$ cat src/exu_macros.svh
`ifndef EXU_MACROS_SVH
`define EXU_MACROS_SVH

// Datapath and address widths.
`define XLEN             32
`define VADDR_SIZE       32
`define DEC_IMM_WIDTH    20
`define INTOP_WIDTH      4
`define BRANCHOP_WIDTH   3
`define PREDICTION_WIDTH 3
`define ROB_WIDTH        5
`define REG_WIDTH        5
`define EXC_WIDTH        4
`define BR_TYPE_WIDTH    2
`define RAS_TYPE_WIDTH   2

// Integer op codes.
`define INT_ADD   4'd0
`define INT_SUB   4'd1
`define INT_LUI   4'd2
`define INT_SLT   4'd3
`define INT_OR    4'd4
`define INT_XOR   4'd5
`define INT_AND   4'd6
`define INT_SL    4'd7
`define INT_SR    4'd8
`define INT_AUIPC 4'd9

// Branch op codes.
`define BRANCH_BEQ  3'd0
`define BRANCH_BNE  3'd1
`define BRANCH_BLT  3'd2
`define BRANCH_BGE  3'd3
`define BRANCH_JAL  3'd4
`define BRANCH_JALR 3'd5

`define EXC_NONE 4'd0

`endif

$ cat src/exu_pkg.sv
`default_nettype none

`include "exu_macros.svh"

package exu_pkg;

    typedef logic [`XLEN-1:0]             xlen_t;
    typedef logic [`VADDR_SIZE-1:0]       vaddr_t;
    typedef logic [`DEC_IMM_WIDTH-1:0]    imm_t;
    typedef logic [`ROB_WIDTH-1:0]        rob_idx_t;
    typedef logic [`REG_WIDTH-1:0]        reg_idx_t;
    typedef logic [`PREDICTION_WIDTH-1:0] offset_t;
    typedef logic [`INTOP_WIDTH-1:0]      intop_t;
    typedef logic [`BRANCHOP_WIDTH-1:0]   branchop_t;
    typedef logic [`EXC_WIDTH-1:0]        exccode_t;
    typedef logic [`BR_TYPE_WIDTH-1:0]    br_type_t;
    typedef logic [`RAS_TYPE_WIDTH-1:0]   ras_type_t;

    // Predicted exit of one fetch block.
    typedef struct packed {
        logic    taken;
        offset_t size;      // Slot of the predicted exit.
        vaddr_t  target;
    } fetch_stream_t;

    typedef struct packed {
        logic          intv;       // Integer op when set, else branch.
        logic          immv;
        logic          uext;
        imm_t          imm;
        intop_t        intop;
        branchop_t     branchop;
        offset_t       offset;     // Slot of this op in its fetch block.
        logic          we;
        rob_idx_t      rob_idx;
        reg_idx_t      rd;
        xlen_t         rs1_data;
        xlen_t         rs2_data;
        vaddr_t        vaddr;
        fetch_stream_t stream;
        br_type_t      br_type;
        ras_type_t     ras_type;
    } exu_bundle_t;

    typedef struct packed {
        logic     en;
        logic     we;
        rob_idx_t rob_idx;
        reg_idx_t rd;
        xlen_t    res;
        exccode_t exccode;
    } wb_data_t;

    typedef struct packed {
        logic      direction;
        vaddr_t    target;
        logic      error;      // Prediction was wrong.
        br_type_t  br_type;
        ras_type_t ras_type;
    } branch_res_t;

endpackage

`default_nettype wire

$ cat src/issue_stage.sv
`timescale 1ns/1ps
`default_nettype none

module issue_stage (
    input  logic                clk,
    input  logic                rst_n,
    input  logic                issue_valid,
    input  exu_pkg::exu_bundle_t issue_bundle,
    input  logic                flush,
    output logic                ex_valid,
    output exu_pkg::exu_bundle_t ex_bundle
);

    logic load;
    logic valid_q;

    // A flushed op is dropped at the edge it arrives.
    assign load = issue_valid & ~flush;

    always_ff @(posedge clk or negedge rst_n) begin
        if (!rst_n) begin
            valid_q <= 1'b0;
        end else begin
            valid_q <= load;
        end
    end

    // The op held here dies too, before write-back can take it.
    assign ex_valid = valid_q & ~flush;

    // Payload holds over idle cycles.
    always_ff @(posedge clk) begin
        if (load) begin
            ex_bundle <= issue_bundle;
        end
    end

endmodule

`default_nettype wire

$ cat src/int_alu.sv
`timescale 1ns/1ps
`default_nettype none

`include "exu_macros.svh"

module int_alu (
    input  exu_pkg::exu_bundle_t ex_bundle,
    output exu_pkg::xlen_t       alu_result
);
    import exu_pkg::*;

    localparam int SHAMT_W = $clog2(`XLEN);

    xlen_t lui_imm;
    xlen_t s_imm;
    xlen_t z_imm;
    xlen_t op_imm;
    xlen_t data1;
    xlen_t data2;
    xlen_t add_result;
    xlen_t sub_result;
    xlen_t sl_data;
    xlen_t sr_data;
    logic [SHAMT_W-1:0] shamt;
    logic  cmp;
    logic  scmp;
    logic  padding;

    assign lui_imm = {ex_bundle.imm, 12'b0};
    assign s_imm   = {{(`XLEN-12){ex_bundle.imm[11]}}, ex_bundle.imm[11:0]};
    assign z_imm   = {{(`XLEN-12){1'b0}}, ex_bundle.imm[11:0]};
    assign op_imm  = ex_bundle.uext ? z_imm : s_imm;

    assign data1 = ex_bundle.rs1_data;
    assign data2 = ex_bundle.immv ? op_imm : ex_bundle.rs2_data;

    assign add_result = data1 + data2;
    assign sub_result = data1 - ex_bundle.rs2_data;  // No immediate form.

    assign cmp = data1 < data2;

    // Signed less-than from the two sign bits.
    always_comb begin
        case ({data1[`XLEN-1], data2[`XLEN-1]})
            2'b01:   scmp = 1'b0;
            2'b10:   scmp = 1'b1;
            default: scmp = cmp;
        endcase
    end

    assign shamt   = data2[SHAMT_W-1:0];
    assign padding = data1[`XLEN-1] & ~ex_bundle.uext;
    assign sl_data = data1 << shamt;

    // Each output bit picks its source bit or the fill bit.
    always_comb begin
        sr_data = '0;
        for (int i = 0; i < `XLEN; i++) begin
            if (i + int'(shamt) < `XLEN) begin
                sr_data[i] = data1[i + int'(shamt)];
            end else begin
                sr_data[i] = padding;
            end
        end
    end

    always_comb begin
        case (ex_bundle.intop)
            `INT_ADD: begin
                alu_result = add_result;
            end
            `INT_SUB: begin
                alu_result = sub_result;
            end
            `INT_LUI: begin
                alu_result = lui_imm;
            end
            `INT_SLT: begin
                alu_result = xlen_t'(ex_bundle.uext ? cmp : scmp);
            end
            `INT_OR: begin
                alu_result = data1 | data2;
            end
            `INT_XOR: begin
                alu_result = data1 ^ data2;
            end
            `INT_AND: begin
                alu_result = data1 & data2;
            end
            `INT_SL: begin
                alu_result = sl_data;
            end
            `INT_SR: begin
                alu_result = sr_data;
            end
            `INT_AUIPC: begin
                alu_result = ex_bundle.vaddr + lui_imm;  // PC relative.
            end
            default: begin
                alu_result = '0;
            end
        endcase
    end

endmodule

`default_nettype wire

$ cat src/branch_unit.sv
`timescale 1ns/1ps
`default_nettype none

`include "exu_macros.svh"

module branch_unit (
    input  exu_pkg::exu_bundle_t ex_bundle,
    output exu_pkg::xlen_t       br_result,
    output exu_pkg::branch_res_t br_res
);
    import exu_pkg::*;

    xlen_t  s_imm;
    vaddr_t br_target;
    vaddr_t jalr_target;
    vaddr_t link;
    logic   equal;
    logic   cmp;
    logic   scmp;
    logic   lt;
    logic   dir;
    logic   is_jal;
    logic   is_jalr;
    logic   stream_hit;
    logic   branch_error;
    logic   indirect_error;

    assign equal = ex_bundle.rs1_data == ex_bundle.rs2_data;
    assign cmp   = ex_bundle.rs1_data < ex_bundle.rs2_data;

    always_comb begin
        case ({ex_bundle.rs1_data[`XLEN-1], ex_bundle.rs2_data[`XLEN-1]})
            2'b01:   scmp = 1'b0;
            2'b10:   scmp = 1'b1;
            default: scmp = cmp;
        endcase
    end

    assign lt = ex_bundle.uext ? cmp : scmp;

    always_comb begin
        case (ex_bundle.branchop)
            `BRANCH_BEQ: dir = equal;
            `BRANCH_BNE: dir = ~equal;
            `BRANCH_BLT: dir = lt;
            `BRANCH_BGE: dir = ~lt;
            default:     dir = 1'b0;  // Jumps have no condition.
        endcase
    end

    assign is_jal  = ex_bundle.branchop == `BRANCH_JAL;
    assign is_jalr = ex_bundle.branchop == `BRANCH_JALR;

    // Offset in halfwords, so bit 0 is always clear.
    assign s_imm       = {{(`XLEN-12){ex_bundle.imm[11]}}, ex_bundle.imm[11:1], 1'b0};
    assign br_target   = ex_bundle.vaddr + s_imm;
    assign jalr_target = ex_bundle.rs1_data + s_imm;
    assign link        = ex_bundle.vaddr + `VADDR_SIZE'd4;

    assign br_result = link;

    // A hit means the predictor saw this slot as the block exit.
    assign stream_hit = ex_bundle.stream.size == ex_bundle.offset;

    assign branch_error = stream_hit ?
        (ex_bundle.stream.taken ^ dir) |
        (ex_bundle.stream.taken & (ex_bundle.stream.target != br_target)) :
        dir;
    assign indirect_error = ~stream_hit | (ex_bundle.stream.target != jalr_target);

    always_comb begin
        br_res.direction = is_jalr | dir;
        if (is_jalr) begin
            br_res.target = jalr_target;
        end else if (dir) begin
            br_res.target = br_target;
        end else begin
            br_res.target = link;
        end
        if (is_jalr) begin
            br_res.error = indirect_error;
        end else if (is_jal) begin
            br_res.error = 1'b0;
        end else begin
            br_res.error = branch_error;
        end
        br_res.br_type  = ex_bundle.br_type;
        br_res.ras_type = ex_bundle.ras_type;
    end

endmodule

`default_nettype wire

$ cat src/wb_stage.sv
`timescale 1ns/1ps
`default_nettype none

`include "exu_macros.svh"

module wb_stage (
    input  logic                 clk,
    input  logic                 rst_n,
    input  logic                 ex_valid,
    input  exu_pkg::exu_bundle_t ex_bundle,
    input  exu_pkg::xlen_t       alu_result,
    input  exu_pkg::xlen_t       br_result,
    input  exu_pkg::branch_res_t br_res,
    output exu_pkg::wb_data_t    wb_data,
    output exu_pkg::branch_res_t branch_res,
    output logic                 branch_valid,
    output logic                 redirect
);
    import exu_pkg::*;

    logic        en_q;
    logic        we_q;
    rob_idx_t    rob_idx_q;
    reg_idx_t    rd_q;
    xlen_t       res_q;
    branch_res_t branch_res_q;
    logic        is_branch;

    assign is_branch = ex_valid & ~ex_bundle.intv;

    always_ff @(posedge clk or negedge rst_n) begin
        if (!rst_n) begin
            en_q         <= 1'b0;
            branch_valid <= 1'b0;
            redirect     <= 1'b0;
        end else begin
            en_q         <= ex_valid;
            branch_valid <= is_branch;
            redirect     <= is_branch & br_res.error;  // One pulse per miss.
        end
    end

    always_ff @(posedge clk) begin
        if (ex_valid) begin
            we_q      <= ex_bundle.we;
            rob_idx_q <= ex_bundle.rob_idx;
            rd_q      <= ex_bundle.rd;
            res_q     <= ex_bundle.intv ? alu_result : br_result;
        end
        if (is_branch) begin
            branch_res_q <= br_res;
        end
    end

    assign wb_data = '{en: en_q, we: we_q, rob_idx: rob_idx_q, rd: rd_q,
                       res: res_q, exccode: `EXC_NONE};

    assign branch_res = branch_res_q;

endmodule

`default_nettype wire

$ cat src/exu_top.sv
`timescale 1ns/1ps
`default_nettype none

module exu_top (
    input  logic                 clk,
    input  logic                 rst_n,
    input  logic                 issue_valid,
    input  exu_pkg::exu_bundle_t issue_bundle,
    input  logic                 flush,
    output exu_pkg::wb_data_t    wb_data,
    output exu_pkg::branch_res_t branch_res,
    output logic                 branch_valid,
    output logic                 redirect
);
    import exu_pkg::*;

    logic        ex_valid;
    exu_bundle_t ex_bundle;
    xlen_t       alu_result;
    xlen_t       br_result;
    branch_res_t br_res;

    issue_stage i_issue_stage (
        .clk          (clk),
        .rst_n        (rst_n),
        .issue_valid  (issue_valid),
        .issue_bundle (issue_bundle),
        .flush        (flush),
        .ex_valid     (ex_valid),
        .ex_bundle    (ex_bundle)
    );

    int_alu i_int_alu (
        .ex_bundle  (ex_bundle),
        .alu_result (alu_result)
    );

    branch_unit i_branch_unit (
        .ex_bundle (ex_bundle),
        .br_result (br_result),
        .br_res    (br_res)
    );

    wb_stage i_wb_stage (
        .clk          (clk),
        .rst_n        (rst_n),
        .ex_valid     (ex_valid),
        .ex_bundle    (ex_bundle),
        .alu_result   (alu_result),
        .br_result    (br_result),
        .br_res       (br_res),
        .wb_data      (wb_data),
        .branch_res   (branch_res),
        .branch_valid (branch_valid),
        .redirect     (redirect)
    );

endmodule

`default_nettype wire

$ cat config.mk
export PLATFORM = sky130hd
export DESIGN_NAME = exu_top
export DESIGN_NICKNAME = d
export VERILOG_FILES = /design/src/exu_pkg.sv /design/src/issue_stage.sv /design/src/int_alu.sv /design/src/branch_unit.sv /design/src/wb_stage.sv /design/src/exu_top.sv
export VERILOG_INCLUDE_DIRS = /design/src
export SDC_FILE = /design/constraint.sdc
export NUM_CORES = 1
export LEC_CHECK = 0
export BUFFER_PORTS_ARGS = -buffer_cell sky130_fd_sc_hd__clkbuf_2
export CAP_MARGIN = 15
export CORE_ASPECT_RATIO = 1.5
export CORE_MARGIN = 5
export CORE_UTILIZATION = 27
export DETAILED_ROUTE_END_ITERATION = 6
export PLACE_DENSITY = 0.51
export SYNTH_ARGS = -nofsm -noshare
export SYNTH_HDL_FRONTEND = slang
export SYNTH_SLANG_ARGS = --single-unit
$ cat constraint.sdc
create_clock -name clk -period 7.1 [get_ports clk]
set_clock_uncertainty 0.2 [all_clocks]
set_input_delay 0.71 -clock clk [delete_from_list [all_inputs] [get_ports clk]]
set_output_delay 0.71 -clock clk [all_outputs]
set_load 0.01 [all_outputs]
Word-level counts from Yosys, hierarchy flattened
Index checks and enable logic that the tools add are counted.
W data, S select, Z words.

word-level totals
  word-level logic and storage cells = 319
  bits in registers = 265
  bits of input ports = 184
  output and inout bits = 88

operators by class
  $lt $le $gt $ge = 66
  $add $sub $neg = 37
  shift-type cells = 1
  reductions and logical operators = 2
  eq/ne operators = 22
  bitwise logic cells = 19
  mux-type cells = 141

operator list
  operator                 number
  $lt A32 B7 Y1 const B    62
  $pmux W32 S10            1
  $bmux W1 S5              32
  $mux W32                 5
  $add A32 B32 Y32         4
  $mux W1                  100
  $add A5 B5 Y6 const A    16
  $lt A32 B32 Y1           2
  $ne A32 B32 Y1           2
  $add A4 B5 Y6 const A    8
  $add A32 B3 Y32 const B  1
  $and A32 B32 Y32         1
  $eq A32 B32 Y1           1
  $or A32 B32 Y32          1
  $shl A32 B5 Y32          1
  $sub A32 B32 Y32         1
  $xor A32 B32 Y32         1
  $add A3 B5 Y6 const A    4
  $eq A4 B3 Y1 const B     4
  $add A2 B5 Y6 const A    2
  $lt A5 B6 Y1 const B     2
  $eq A4 B2 Y1 const B     2
  $eq A4 B4 Y1 const B     2
  $add A1 B5 Y6 const A    1
  15 further kinds         32

Depth between registers and ports, before layout
  depth in word-level cells = 11
  mapped depth = 19
  depth with buffers taken out = 16

Hierarchy
From an unflattened synthesis, not the netlist that was laid out.

unflattened totals
  cells, all modules = 2895
  area, all modules = 27407.5 um^2

by module, submodules not included
  module       times used  area an instance (um^2)  seq. area each (um^2)  cells an instance
  int_alu      1           11678.7                  0.0                    1534
  branch_unit  1           7183.1                   0.0                    1049
  issue_stage  1           5442.7                   5430.2                 183
  wb_stage     1           3103.0                   2507.4                 129

Worst setup path before layout
OpenSTA, ideal clock, no wires.

  path kind = input to register
  from = input port flush
  to = register i_issue_stage.valid_q
  data arrival time = 8.707 ns
  required time = 5.939 ns
  slack = -2.768 ns
  stages = 1
  path buffers = 0
  setup time = 0.961 ns
  cell sequence = nor2b_1

on the way
  cells in the longest elaborated chain, start to end = 2

RTL lines
  item                  line               source
  start, declared       exu_top.sv:9       input logic flush,
  $not A1 Y1            issue_stage.sv:18  assign load = issue_valid & ~flush;
  $and A1 B1 Y1         issue_stage.sv:18
  end signal, assigned  issue_stage.sv:24  valid_q <= load;
  end, declared         issue_stage.sv:15  logic valid_q;

Every way passes these cells.
A chain may end at the register's enable or synchronous reset.

Worst setup path in the final report
  from = register i_issue_stage.ex_bundle[158] (netlist name)
  to = register i_wb_stage.res_q[30], data pin

on the way
  cells in the longest elaborated chain, start to end = 9
  elaborated cells on any way between the ends = 13
  those cells by class = 3 x add/sub; 1 x order compare; 1 x shift; 8 x mux

RTL lines
  item                                                   line            source
  branches (longest 7 deep; another with $lt A32 B7 Y1)  n/a
  $pmux W32 S10 *                                        int_alu.sv:68   case (ex_bundle.intop)
  $mux W32 *                                             wb_stage.sv:48  res_q <= ex_bundle.intv ? alu_result : br_result;
  end signal, assigned                                   wb_stage.sv:48
  end, declared                                          wb_stage.sv:25  xlen_t res_q;

Mark *: on every way between the ends. The select of a mux whose other input is x is not followed.

==> flow_summary.json <==
{
  "status": "complete, no violations",
  "core_sq_um": 96690,
  "critPathRequiredTime_ps": 7260,
  "cap_violations": 0,
  "cts_setup_buffers": 0,
  "seqPwrFrac_pct": 31.8,
  "grt_overflow": 0,
  "portBuffers": 267,
  "hpwl_mm": 97.03,
  "cp_max_fo": 28,
  "postSynthCellCount": 2865,
  "clk_latency_ps": 630,
  "cts_tree": "built",
  "num_rows": 140,
  "hp-class": "in2reg",
  "path_class": "reg2reg",
  "p_sw_share_pct": 41.03,
  "post_synth_num_cell_types": 99,
  "clock.fmax_mhz": 193.8,
  "ios": 272,
  "drc": 0,
  "tns_ps": 0,
  "setup_viol": 0,
  "synth_edf_count": 261,
  "holdWs_ps": 46.75,
  "avgSynthCellArea_sq_um": 9.139,
  "hold_buffers": 1,
  "finalNonFillerCells": 4362,
  "worst-slew-pin-transition_ps": 1144,
  "die_area_sq_um": 103400,
  "numClockSinks": 265,
  "nFillCells": 10240,
  "p_switching_mw": 2.581,
  "synth_seq_cells": 265,
  "drv_slew": 0,
  "initial_core_util_pct": 27.08,
  "avgViaCountPerCell": 5.570,
  "clk_pin_slew_ps": 90,
  "grt_pass1_vias": 24510,
  "wl_mm": 120.9,
  "die_x_um": 264.3,
  "vias": 24300,
  "final_net_count": 3483,
  "cp.arrival_ps": 5320,
  "die_h_um": 391.4,
  "cp-end-kind": "flop",
  "grt_pass1_wl_mm": 170.1,
  "cts_buffers": 31,
  "cell_internal_pwr_mw": 3.709,
  "yosysWarningCount": 0,
  "rsz0062_at_grt": "no",
  "first_iter_violations": 2132,
  "grt_max_degree": 132,
  "seq_area_frac_synth_pct": 30.31,
  "synthFlopType": "edfxtp_1",
  "htreeDepth": 1,
  "min_period_ps": 5160,
  "root_buffer": "clkbuf_16",
  "power_density_nw_per_um2": 210.5,
  "comb_power_share_pct": 42.4,
  "pwr-share-clk_pct": 25.8,
  "cts_max_path_buffers": 3,
  "antenna_found_initial": 1,
  "wl_per_cell_um": 27.72,
  "period_share_pct": 72.67,
  "post_cts_resized": 0,
  "firstDrtPassIters": 6,
  "antenna-diode-count": 0,
  "leakagePower_nw": 12.22,
  "layout_common_cells": "clkbuf_2 (267), edfxtp_1 (261), a21oi_1 (238)",
  "finalHoldViolCount": 0,
  "grt_usage_pct": 22.12,
  "max-vdd-ir-drop_mv": 0.1707,
  "drive_above_1_share_pct": 14.69,
  "ant_nets": 0,
  "layout_commonest_cell": "clkbuf_2",
  "cp-start-kind": "flop",
  "area_delta_synth_final_pct": 14.13,
  "maxSlewHeadroom_pct": 23.03,
  "netlist_area_sq_um": 26180,
  "gp_congestion": 0.9819,
  "async_reset_ff_share_pct": 1.509,
  "dp_cells": 4304
}
## metal layers
layer | global-route usage (%) | wire [um] | vias to the layer above
met5 | 0 | 18 | -
met4 | 14.38 | 9484 | 2
met3 | 2.785 | 6179 | 336
met2 | 39.91 | 60660 | 1001
met1 | 24.36 | 44550 | 11840
li1 | - | - | 11120
## synth_stat cells (10+ instances only)
library cell	instances	share of area, %
nor2_1	206	3.0
o21bai_1	32	0.92
buf_2	22	0.42
and2_1	14	0.33
and4_1	10	0.33
o21a_1	46	1.3
o2111ai_1	12	0.40
mux2i_1	181	6.9
a31oi_1	27	0.65
a221oi_1	21	0.70
a211oi_1	41	1.2
a21o_1	58	1.7
o21ai_0	141	2.7
nand3_1	48	0.92
and3_1	25	0.60
o22ai_1	33	0.79
mux2_2	12	0.52
ha_1	234	11
nor3_1	55	1.1
edfxtp_1	261	30
nand2b_1	29	0.69
inv_1	153	2.2
nor4_1	17	0.41
mux4_2	29	2.5
or3_1	12	0.29
clkbuf_1	97	1.4
xor2_1	82	2.7
o211ai_1	30	0.86
o21ai_1	18	0.34
o221ai_1	21	0.70
nand2_1	222	3.2
a311oi_1	14	0.47
buf_1	19	0.27
a21oi_1	238	4.5
nor2b_1	27	0.65
a22oi_1	14	0.40
nand4_1	39	0.93
xnor2_1	138	4.6
## worst max-delay path, cell delays in order (launching register included)
cell,delay (ps)
edfxtp_1,640
mux2i_4,220
buf_4,370
inv_1,310
fa_1,520
nand2b_1,100
a21oi_1,90
o21a_1,200
o31ai_1,620
a21boi_0,350
o31ai_1,480
o21a_1,290
o21ai_0,140
xnor2_1,140
a21oi_1,140
o21ai_0,80
## state kept, by name, indices dropped and copies added, names as in the netlist
signal	cells
i_issue_stage.ex_bundle	180
i_wb_stage.branch_res	38
i_wb_stage.res_q	32
i_wb_stage.rd_q	5
i_wb_stage.rob_idx_q	5
i_issue_stage.valid_q	1
i_wb_stage.branch_valid	1
i_wb_stage.en_q	1
i_wb_stage.redirect	1
i_wb_stage.we_q	1
## power groups by stage
stage / Sequential (mW) / Combinational, mW / Clock (mW)
6_report: 2.00 / 2.67 / 1.63
5_1_grt: 2.00 / 2.83 / 1.74
4_1_cts: 1.99 / 2.62 / 1.69
3_5_place_dp: 2.03 / 2.60 / 0
3_3_place_gp: 2.03 / 2.61 / 0
2_1_floorplan: 1.94 / 1.80 / 0
## layout make-up
class	count	area, sq um	area share, %
Timing Repair Buffer	309	1667	5.577
Clock inverter	22	188.9	0.6322
Sequential cell	265	7938	26.56
Tap cell	1278	1599	5.351
Multi-Input combinational cell	2297	17110	57.27
Clock buffer	35	790.8	2.646
Inverter	156	588.1	1.968
## path summary, 6_finish.rpt
kind,startpoint,end,slack (ps),depth (start not counted)
max,i_issue_stage.ex_bundle[158]$_DFFE_PP_,i_wb_stage.res_q[30]$_DFFE_PP_,1940,15
min,issue_bundle[154],i_issue_stage.ex_bundle[154]$_DFFE_PP_,50,1
max reg2reg,i_issue_stage.ex_bundle[158]$_DFFE_PP_,i_wb_stage.res_q[30]$_DFFE_PP_,1940,15
min reg2reg,i_issue_stage.ex_bundle[144]$_DFFE_PP_,i_wb_stage.rob_idx_q[3]$_DFFE_PP_,220,0
max in group asynchronous,rst_n,i_wb_stage.branch_valid$_DFF_PN0_,6290,2
min in group asynchronous,rst_n,i_wb_stage.redirect$_DFF_PN0_,250,2
## per-stage QoR
stage / cell area [sq um] / worst slack (ps) / util (%) / power, mW
final: 29880 / 1940 / 30.91 / 6.290
after global routing: 29880 / 1783 / 30.91 / 6.575
after CTS: 29880 / 2005 / 30.91 / 6.300
after detailed placement: 28900 / 2023 / 29.88 / 4.627
after global placement: 28900 / 2023 / 29.88 / 4.638
after floorplan: 26200 / 1023 / - / 3.732
## cell families after synthesis
| group | Yosys count | share of synthesized area (%) |
|---|---|---|
| XOR/XNOR | 232 | 8.348 |
| adder cells (fa/ha/maj) | 239 | 11.56 |
| multiplexers | 222 | 9.930 |
| buffers and inverters | 306 | 4.716 |
| other | 1 | 0.01432 |
| flip-flops | 265 | 30.31 |
| AO/OA/AOI/OAI | 852 | 21.47 |
| AND/OR/NAND/NOR | 748 | 13.65 |
No activity file was read; power rests on OpenSTA's default activity.
